<file path="src/hw/fixp_pkg.sv">
package fixp_pkg;

    // Element width and binary point position
    localparam int WIDTH      = 16;
    localparam int FRAC_WIDTH = 8;

    // Weights, activations and results share one format
    typedef logic signed [WIDTH-1:0] elem_t;

    // Room for a sum of two full products
    typedef logic signed [2*WIDTH:0] acc_t;

endpackage

</file>
<file path="src/hw/wbuf_pkg.sv">
package wbuf_pkg;

    // Matrix held in one buffer
    localparam int ROW = 8;
    localparam int COL = 8;

    // Block shape
    localparam int BLOCK_SIZE    = 2;
    localparam int CHUNK_SIZE    = 4;
    localparam int COLS_PER_CORE = CHUNK_SIZE / BLOCK_SIZE;

    // Scan extents
    localparam int TOTAL_BLOCKS = ROW / BLOCK_SIZE;
    localparam int COL_GROUPS   = COL / BLOCK_SIZE;

    typedef logic [COL*fixp_pkg::WIDTH-1:0]        row_t;
    typedef logic [CHUNK_SIZE*fixp_pkg::WIDTH-1:0] blk_t;

    typedef logic [$clog2(ROW)-1:0] row_addr_t;
    typedef logic [$clog2(COL)-1:0] col_idx_t;

    typedef enum logic [1:0] {
        IDLE,
        FILL,
        PROCESS,
        DONE
    } conv_state_t;

endpackage

</file>
<file path="src/hw/row_assembler.sv">
`timescale 1ns/10ps

module row_assembler (
    input  logic              clk,
    input  logic              rst_n,
    input  logic              in_elem_valid,
    input  fixp_pkg::elem_t   in_elem,
    output logic              row_valid,
    output wbuf_pkg::row_t    row_data
);

    import fixp_pkg::*;
    import wbuf_pkg::*;

    col_idx_t elem_idx;
    row_t     shift_row;
    row_t     next_row;
    logic     row_complete;

    // Newest element enters at the top, element 0 ends up at the bottom
    assign next_row     = {in_elem, shift_row[COL*WIDTH-1:WIDTH]};
    assign row_complete = in_elem_valid && (elem_idx == col_idx_t'(COL - 1));

    always_ff @(posedge clk or negedge rst_n) begin
        if (!rst_n) begin
            elem_idx <= '0;
        end else if (in_elem_valid) begin
            if (row_complete) begin
                elem_idx <= '0;
            end else begin
                elem_idx <= elem_idx + 1'b1;
            end
        end
    end

    always_ff @(posedge clk) begin
        if (in_elem_valid) begin
            shift_row <= next_row;
        end
    end

    // One cycle pulse per finished row
    always_ff @(posedge clk or negedge rst_n) begin
        if (!rst_n) begin
            row_valid <= 1'b0;
        end else begin
            row_valid <= row_complete;
        end
    end

    always_ff @(posedge clk) begin
        if (row_complete) begin
            row_data <= next_row;
        end
    end

endmodule

</file>
<file path="src/hw/ram_1w2r.sv">
`timescale 1ns/10ps

module ram_1w2r #(
    parameter int DATA_WIDTH = 128,
    parameter int DEPTH      = 8
) (
    input  logic                     clk,
    input  logic                     we,
    input  logic [$clog2(DEPTH)-1:0] write_addr,
    input  logic [$clog2(DEPTH)-1:0] read_addr0,
    input  logic [$clog2(DEPTH)-1:0] read_addr1,
    input  logic [DATA_WIDTH-1:0]    din,
    output logic [DATA_WIDTH-1:0]    dout0,
    output logic [DATA_WIDTH-1:0]    dout1
);

    logic [DATA_WIDTH-1:0] mem [DEPTH];

    always_ff @(posedge clk) begin
        if (we) begin
            mem[write_addr] <= din;
        end
    end

    // Write-first on both read ports
    always_ff @(posedge clk) begin
        dout0 <= (we && (write_addr == read_addr0)) ? din : mem[read_addr0];
        dout1 <= (we && (write_addr == read_addr1)) ? din : mem[read_addr1];
    end

endmodule

</file>
<file path="src/hw/r2b_converter_w.sv">
`timescale 1ns/10ps

module r2b_converter_w (
    input  logic            clk,
    input  logic            rst_n,
    input  logic            en,
    input  logic            row_valid,
    input  wbuf_pkg::row_t  row_data,
    output logic            blk_valid,
    output wbuf_pkg::blk_t  blk_data,
    output logic            slice_done,
    output logic            slice_last,
    output logic            buffer_done
);

    import fixp_pkg::*;
    import wbuf_pkg::*;

    conv_state_t state;
    conv_state_t state_next;

    row_addr_t row_cnt;
    logic      ram_we;
    row_addr_t read_addr0;
    row_addr_t read_addr1;
    row_t      dout0;
    row_t      dout1;

    logic [$clog2(TOTAL_BLOCKS)-1:0] br;
    logic [$clog2(COL_GROUPS)-1:0]   cg;
    logic                            scan_end;

    // First pipeline stage aligned with the RAM read data
    logic                            vld_d1;
    logic                            last_br_d1;
    logic [$clog2(COL_GROUPS)-1:0]   cg_d1;

    row_t rd_row [BLOCK_SIZE];
    blk_t blk_next;

    assign scan_end = (br == TOTAL_BLOCKS - 1) && (cg == COL_GROUPS - 1);

    always_ff @(posedge clk or negedge rst_n) begin
        if (!rst_n) begin
            state <= IDLE;
        end else begin
            state <= state_next;
        end
    end

    always_comb begin
        state_next = state;
        unique case (state)
            IDLE: begin
                if (en) begin
                    state_next = FILL;
                end
            end
            FILL: begin
                if (row_valid && (row_cnt == row_addr_t'(ROW - 1))) begin
                    state_next = PROCESS;
                end
            end
            PROCESS: begin
                if (scan_end) begin
                    state_next = DONE;
                end
            end
            DONE: state_next = IDLE;
        endcase
    end

    // Rows outside FILL are dropped
    assign ram_we = (state == FILL) && row_valid;

    always_ff @(posedge clk or negedge rst_n) begin
        if (!rst_n) begin
            row_cnt <= '0;
        end else if (ram_we) begin
            row_cnt <= row_cnt + 1'b1;
        end
    end

    // Block row is the inner loop
    always_ff @(posedge clk or negedge rst_n) begin
        if (!rst_n) begin
            br <= '0;
            cg <= '0;
        end else if (state == PROCESS) begin
            if (br == TOTAL_BLOCKS - 1) begin
                br <= '0;
                cg <= cg + 1'b1;
            end else begin
                br <= br + 1'b1;
            end
        end
    end

    // Rows 2*br and 2*br+1
    assign read_addr0 = {br, 1'b0};
    assign read_addr1 = {br, 1'b1};

    ram_1w2r #(
        .DATA_WIDTH ($bits(row_t)),
        .DEPTH      (ROW)
    ) u_ram (
        .clk        (clk),
        .we         (ram_we),
        .write_addr (row_cnt),
        .read_addr0 (read_addr0),
        .read_addr1 (read_addr1),
        .din        (row_data),
        .dout0      (dout0),
        .dout1      (dout1)
    );

    always_ff @(posedge clk or negedge rst_n) begin
        if (!rst_n) begin
            vld_d1 <= 1'b0;
        end else begin
            vld_d1 <= (state == PROCESS);
        end
    end

    always_ff @(posedge clk) begin
        cg_d1      <= cg;
        last_br_d1 <= (br == TOTAL_BLOCKS - 1);
    end

    assign rd_row[0] = dout0;
    assign rd_row[1] = dout1;

    // Element k comes from row k mod 2, column 2*cg + k/2
    always_comb begin
        col_idx_t col_sel;
        for (int k = 0; k < CHUNK_SIZE; k++) begin
            col_sel = col_idx_t'(cg_d1 * COLS_PER_CORE + k / BLOCK_SIZE);
            blk_next[k*WIDTH +: WIDTH] = rd_row[k % BLOCK_SIZE][col_sel*WIDTH +: WIDTH];
        end
    end

    always_ff @(posedge clk or negedge rst_n) begin
        if (!rst_n) begin
            blk_valid  <= 1'b0;
            slice_done <= 1'b0;
            slice_last <= 1'b0;
        end else begin
            blk_valid  <= vld_d1;
            slice_done <= vld_d1 && last_br_d1;
            slice_last <= vld_d1 && last_br_d1 && (cg_d1 == COL_GROUPS - 1);
        end
    end

    always_ff @(posedge clk) begin
        if (vld_d1) begin
            blk_data <= blk_next;
        end
    end

    // Comes out while the last block is still in the pipeline
    assign buffer_done = (state == DONE);

endmodule

</file>
<file path="src/hw/weight_block_core.sv">
`timescale 1ns/10ps

module weight_block_core (
    input  logic             clk,
    input  logic             rst_n,
    input  logic             blk_valid,
    input  wbuf_pkg::blk_t   blk_data,
    input  fixp_pkg::elem_t  act0,
    input  fixp_pkg::elem_t  act1,
    output logic             y_valid,
    output fixp_pkg::elem_t  y0,
    output fixp_pkg::elem_t  y1
);

    import fixp_pkg::*;
    import wbuf_pkg::*;

    elem_t w [CHUNK_SIZE];
    acc_t  sum0;
    acc_t  sum1;
    acc_t  scaled0;
    acc_t  scaled1;

    // Order is w00, w10, w01, w11
    always_comb begin
        for (int k = 0; k < CHUNK_SIZE; k++) begin
            w[k] = blk_data[k*WIDTH +: WIDTH];
        end
    end

    // Operands widen to the accumulator before the multiply
    assign sum0 = w[0] * act0 + w[2] * act1;
    assign sum1 = w[1] * act0 + w[3] * act1;

    assign scaled0 = sum0 >>> FRAC_WIDTH;
    assign scaled1 = sum1 >>> FRAC_WIDTH;

    always_ff @(posedge clk or negedge rst_n) begin
        if (!rst_n) begin
            y_valid <= 1'b0;
        end else begin
            y_valid <= blk_valid;
        end
    end

    // Keep low bits only, wraps on overflow
    always_ff @(posedge clk) begin
        if (blk_valid) begin
            y0 <= scaled0[WIDTH-1:0];
            y1 <= scaled1[WIDTH-1:0];
        end
    end

endmodule

</file>
<file path="src/hw/weight_stream_top.sv">
`timescale 1ns/10ps

module weight_stream_top (
    input  logic             clk,
    input  logic             rst_n,
    input  logic             en,
    input  logic             in_elem_valid,
    input  fixp_pkg::elem_t  in_elem,
    input  fixp_pkg::elem_t  act0,
    input  fixp_pkg::elem_t  act1,
    output logic             blk_valid,
    output wbuf_pkg::blk_t   blk_data,
    output logic             slice_done,
    output logic             slice_last,
    output logic             buffer_done,
    output logic             y_valid,
    output fixp_pkg::elem_t  y0,
    output fixp_pkg::elem_t  y1
);

    import wbuf_pkg::*;

    logic row_valid;
    row_t row_data;

    row_assembler u_row_assembler (
        .clk           (clk),
        .rst_n         (rst_n),
        .in_elem_valid (in_elem_valid),
        .in_elem       (in_elem),
        .row_valid     (row_valid),
        .row_data      (row_data)
    );

    r2b_converter_w u_r2b_converter_w (
        .clk         (clk),
        .rst_n       (rst_n),
        .en          (en),
        .row_valid   (row_valid),
        .row_data    (row_data),
        .blk_valid   (blk_valid),
        .blk_data    (blk_data),
        .slice_done  (slice_done),
        .slice_last  (slice_last),
        .buffer_done (buffer_done)
    );

    weight_block_core u_weight_block_core (
        .clk       (clk),
        .rst_n     (rst_n),
        .blk_valid (blk_valid),
        .blk_data  (blk_data),
        .act0      (act0),
        .act1      (act1),
        .y_valid   (y_valid),
        .y0        (y0),
        .y1        (y1)
    );

endmodule

</file>
<file path="config.mk">
export PLATFORM = sky130hd
export DESIGN_NAME = weight_stream_top
export DESIGN_NICKNAME = d
export VERILOG_FILES = /design/src/hw/fixp_pkg.sv /design/src/hw/wbuf_pkg.sv /design/src/hw/row_assembler.sv /design/src/hw/ram_1w2r.sv /design/src/hw/r2b_converter_w.sv /design/src/hw/weight_block_core.sv /design/src/hw/weight_stream_top.sv
export SDC_FILE = /design/constraint.sdc
export NUM_CORES = 2
export LEC_CHECK = 0
export BUFFER_PORTS_ARGS = -buffer_cell sky130_fd_sc_hd__buf_2
export CORE_ASPECT_RATIO = 0.6
export CORE_MARGIN = 2
export CORE_UTILIZATION = 35
export CTS_CLUSTER_SIZE = 24
export DETAILED_ROUTE_END_ITERATION = 6
export HOLD_SLACK_MARGIN = 0.02
export PLACE_DENSITY = 0.62
export RECOVER_POWER = 50
export SLEW_MARGIN = 20
export SYNTH_ARGS = -nofsm -noshare
export SYNTH_HDL_FRONTEND = slang
export SYNTH_HIERARCHICAL = 1
export SYNTH_SLANG_ARGS = --single-unit
</file>
<file path="constraint.sdc">
create_clock -name clk -period 9.4 [get_ports clk]
set_input_delay 0.94 -clock clk [delete_from_list [all_inputs] [get_ports clk]]
set_output_delay 0.94 -clock clk [all_outputs]
set_load 0.01 [all_outputs]
</file>
Yosys cells after proc, flatten, opt, wreduce, memory -nomap -nowiden
Memory sizes are Yosys's and may differ from the RTL's. A register that Yosys moved wholly into a read port is not among the register bits.
Cells that the tools add are included.
- bits in registers: 373
- memory bits (writable): 1024
- bits of input ports: 52
- output and inout port bits: 101
- memories kept: 1
- memories (name ; words ; width ; rd ports ; clocked after memory_dff ; wr ports ; line ; RTL):
    u_r2b_converter_w.u_ram.mem ; 8 ; 128 ; 2 ; 2 ; 1 ; ram_1w2r.sv:17 ; logic [DATA_WIDTH-1:0] mem [DEPTH];
- add/subtract/negate cells: 7
- multiply operators: 4
- equal/unequal tests: 11
- shift-type cells: 4
- muxes and demuxes: 8
- reductions and logical operators: 9
- operator list (kind ; number):
    indexed part select 128 x 8 -> 16 bit ; 4
    multiplier 16 x 16 -> 24 bit ; 4
    adder 24 bit ; 2
    equality test 2 bit (second input constant) ; 5
    adder 3 x 1 -> 3 bit (second input constant) ; 3
    two-way mux 2 bit ; 4
    case mux 2 bit (4 select lines) ; 1
    equality test 3 bit (second input constant) ; 2
    logical AND 1 bit ; 6
    adder 2 x 1 -> 2 bit (second input constant) ; 2
    != test 2 x 1 -> 1 bit (second input constant) ; 2
    two-way mux 3 bit ; 1
    AND reduction 3 bit ; 1
    equality test 2 x 1 -> 1 bit (second input constant) ; 1
    zero test 2 bit ; 1
    two-way mux 1 bit ; 2
    != test 2 bit (second input constant) ; 1
    AND reduction 2 bit ; 1

Longest topological paths before layout
- word-level depth: 4
- gate-level depth with buffers: 26
- gate-level depth less buffers: 25

Cells and area by module
Netlist, hierarchy kept.
- by module, submodules not included (module ; times used ; cells each ; area an instance (um^2) ; seq. area each (um^2)):
    ram_1w2r ; 1 ; 1953 ; 47777.1 ; 30869.6
    weight_block_core ; 1 ; 3395 ; 31461.4 ; 985.9
    row_assembler ; 1 ; 253 ; 7379.6 ; 7307.0
    r2b_converter_w ; 1 ; 189 ; 4119.0 ; 2307.2

Worst setup path after synthesis
OpenSTA, ideal clock, no wires.
- path kind: register to register
- from: reg u_r2b_converter_w.state[1]
- to: mem u_r2b_converter_w.u_ram.mem[0][0], enable pin
- setup time: 0.772 ns
- arrival time: 9.535 ns
- data required time: 8.628 ns
- setup slack: -0.907 ns
- cell stages (with the launch flop): 7
- path buffers: 0
- period minus slack after synthesis: 10.307 ns
- cell sequence: dfrtp_1 > inv_1 > ha_1 > nand2_1 > inv_1 > nand2b_1 > nor3_1
- cells in the longest elaborated chain, start to end: 4
- ends and longest elaborated chain (element ; line ; RTL):
    start: declaration ; r2b_converter_w.sv:19 ; conv_state_t state;
    start signal: assignment ; r2b_converter_w.sv:47 ; state <= state_next;
    equality test 2 x 1 -> 1 bit ; r2b_converter_w.sv:74 ; assign ram_we = (state == FILL) && row_valid;
    logical AND 1 bit ; r2b_converter_w.sv:74 ;
    net u_r2b_converter_w.ram_we ; r2b_converter_w.sv:23 ; logic ram_we;
    two-way mux 1 bit ; ram_1w2r.sv:20 ; if (we) begin
    two-way mux 1 bit (implied by the code) ; ram_1w2r.sv:21 ; mem[write_addr] <= din;
    end: declaration ; ram_1w2r.sv:17 ;
The timed path passes the listed nets, and every way through them passes these cells.

Final worst setup path
- from: reg u_r2b_converter_w.blk_data[18]
- to: reg u_weight_block_core.y1[15], data pin
- cells in the longest elaborated chain, start to end: 2
- ends and longest elaborated chain (element ; line ; RTL):
    start: declaration ; r2b_converter_w.sv:10 ; output wbuf_pkg::blk_t blk_data,
    start signal: assignment ; r2b_converter_w.sv:156 ; blk_data <= blk_next;
    multiplier 16 x 16 -> 24 bit ; weight_block_core.sv:33 ; assign sum1 = w[1] * act0 + w[3] * act1;
    adder 24 bit ; weight_block_core.sv:33 ;
    net u_weight_block_core.sum1[23] ; weight_block_core.sv:20 ; acc_t sum1;
    end signal: assignment ; weight_block_core.sv:50 ; y1 <= scaled1[WIDTH-1:0];
    end: declaration ; weight_block_core.sv:12 ; output fixp_pkg::elem_t y1
The timed path passes the listed nets, and every way through them passes these cells.
A chain may end at the register's enable or synchronous reset.

==> out/results.ini <==
[placed_design]
place_congestion = 0.894
port_buffers = 152
place_hpwl_um = 161000

[logic_synthesis]
async_reset_ff_frac = 0.0130
yosys_warnings = 6
synth_common_cells = edfxtp_1, inv_1, fa_1
synth-edff-count = 1360
yosysTopAreaCellShare = 0.450
ys_seq_elements = 1387
ys_seq_area_frac = 0.457
synthTopCellsByArea = edfxtp_1, fa_1, mux4_1, mux4_2, inv_1
syn_area_um2 = 90700
synthMostInstantiatedCell = edfxtp_1
yosysTopAreaCell = edfxtp_1
syn_nets = 6928
synthCells = 5790
syn_area_per_cell_um2 = 15.7
yosysUniqueCellTypes = 58
dominantRegCellSynth = edfxtp_1

[sta]
setup_viol = 0
finalSetupTns_ns = 0
fmaxAchievable_mhz = 126
worstMarginPinSlew_ns = 3.35
maxSlewViolCount = 152
hold_viol = 0
period_share = 0.842
rsz0062_at_grt = no
fin_crit_ns = 7.92
slew_headroom = -1.23
fin_skew_ns = 0.0791

[clock_network]
clkTransAtPathRegs_ns = 0.07
postCtsSetupRepairBufs = 0
cts_buffers = 118
cts_resized = 0
cts_buffer_depth = 3
ctsHoldBuffers = 0
root_buffer = clkbuf_16
clock_latency_ns = 0.76
h-tree-depth = 3
cts_tree = done
cts_sinks = 1387

[route]
dr.pass1.iters = 5
viasPerCell = 5.28
wl_um = 242000
vias = 49600
drc_errors = 0
first_iter_violations = 5279
drtAntennaViolNets = 0
wl_per_cell_um = 25.8

[global_route]
grt_first_pass_wirelength_um = 357000
overflow = 0
grt_pass1_vias = 52300
grtUsageTotal = 0.184
grt_max_degree = 133
antenna_found_initial = 20

[worst_hold_path]
hp-class = primary input to asynchronous set/reset pin

[floorplanning]
ios = 153
die_y_um = 398
start_util = 0.353
num_rows = 144
die_x_um = 661
die_area_um2 = 263000
core_um2 = 257000

[status]
outcome = finished, violations left
failed_checks = capacitance limit, slew limit

[cells_and_area]
area_growth_pct = 8.81
fin_nets = 6994
drive_above_1_share = 0.168
fillCellCount = 23700

[setup_path]
crit_path_start_kind = register
path_max_fanout = 10
endpoint_kind = register
cp.required_ns = 9.90
critPathKind = register to register
arrival_ns = 8.42

[flow_run]
maxCapViolCount = 4

-- state kept, by name (all words and copies together), names as in the netlist, 3 cells and up, named ones only --
| signal | flops |
|---|---|
| u_weight_block_core/y1 | 16 |
| u_weight_block_core/y0 | 16 |
| u_r2b_converter_w/row_cnt | 3 |
| u_r2b_converter_w/blk_data | 64 |
| u_row_assembler/elem_idx | 3 |
| u_r2b_converter_w/u_ram/mem | 1024 |
| u_row_assembler/shift_row | 112 |
| u_row_assembler/row_data | 128 |
-- kinds of logic (layout without fill, tap and decap cells) --
| kind of cell | Yosys count | after routing | share of synthesized area |
|---|---|---|---|
| buffers and inverters | 1303 | 1471 | 0.0644 |
| flip-flops | 1387 | 1387 | 0.457 |
| AND/OR/NAND/NOR | 986 | 986 | 0.0570 |
| multiplexers | 840 | 840 | 0.187 |
| XOR/XNOR | 120 | 120 | 0.0119 |
| AO/OA/AOI/OAI | 66 | 66 | 0.00476 |
| other | 2 | 7 | 0.0000828 |
| adder cells (fa/ha/maj) | 1086 | 1086 | 0.218 |
-- stage by stage --
stage	cells	cell area (um2)	setup slack (ns)	utilization	hold WS, ns
finish	9394	98700	1.48	0.384	0.309
global route	9389	98700	1.28	0.384	0.355
global placement	9167	94700	1.13	0.368	0.378
floorplan	5790	90700	2.07	-	0.366
detailed placement	9167	94700	1.01	0.368	0.386
CTS	9389	98800	1.67	0.384	0.0553
-- final cells by class --
| type | instances | area (um2) | area share |
|---|---|---|---|
| Inverter | 1001 | 3760 | 0.0381 |
| Sequential cell | 1387 | 41500 | 0.420 |
| Clock inverter | 74 | 903 | 0.00915 |
| Clock buffer | 148 | 3140 | 0.0318 |
| Tap cell | 3431 | 4290 | 0.0435 |
| Antenna cell | 5 | 12.5 | 0.000127 |
| Multi-Input combinational cell | 3100 | 43500 | 0.440 |
| Timing Repair Buffer | 248 | 1640 | 0.0166 |
-- metal layers --
layer	GRT usage	share of wire
met5	0	0.000070
met4	0.0261	0.014
met3	0.0457	0.098
met2	0.259	0.42
met1	0.291	0.47
-- layout by cell type, fill, tap and decap left out, types with 10 or more instances in the layout --
cell,netlist,routed
edfxtp_1,1360,1360
inv_1,1000,1000
fa_1,824,824
and2_1,534,533
nand2_1,355,355
mux4_2,304,304
mux2_2,264,264
mux4_1,264,264
ha_1,262,262
buf_2,17,134
clkbuf_16,0,119
xnor2_1,101,101
buf_4,3,78
clkbuf_1,162,45
nor2_1,39,33
clkinv_2,0,22
nand2b_1,21,21
a21oi_1,21,21
clkinv_1,0,18
dfrtp_1,18,18
xor2_1,17,17
bufinv_16,0,15
buf_12,13,15
o21a_1,10,10
-- critical path, stage by stage, from the launching register on --
cell	delay, ns
edfxtp_1	0.87
buf_4	0.33
and2_1	0.16
fa_1	0.43
fa_1	0.51
inv_1	0.06
fa_1	0.49
inv_1	0.05
ha_1	0.30
fa_1	0.49
fa_1	0.56
fa_1	0.42
ha_1	0.29
ha_1	0.30
nand4_1	0.09
nor3_1	0.64
o211ai_1	0.31
a21oi_1	0.75
o41ai_2	0.26
o21ai_0	0.26
xnor2_1	0.10
-- final timing paths --
kind / from / end / slack (ns) / cells past startpoint
min in group clk: in_elem[8] / u_row_assembler/shift_row[120] / 0.38 / 1
min: rst_n / u_row_assembler/elem_idx[0] / 0.31 / 1
max: u_r2b_converter_w/blk_data[18] / u_weight_block_core/y1[15] / 1.48 / 20
max reg2reg: u_r2b_converter_w/blk_data[18] / u_weight_block_core/y1[15] / 1.48 / 20
max in group asynchronous: rst_n / u_r2b_converter_w/slice_done / 8.49 / 1
min reg2reg: u_r2b_converter_w/cg[1] / u_r2b_converter_w/cg_d1[1] / 0.40 / 0
Power is left out: the tool's default activity adds up to more than one toggle a clock period on the data nets, which glitch-free logic cannot reach.
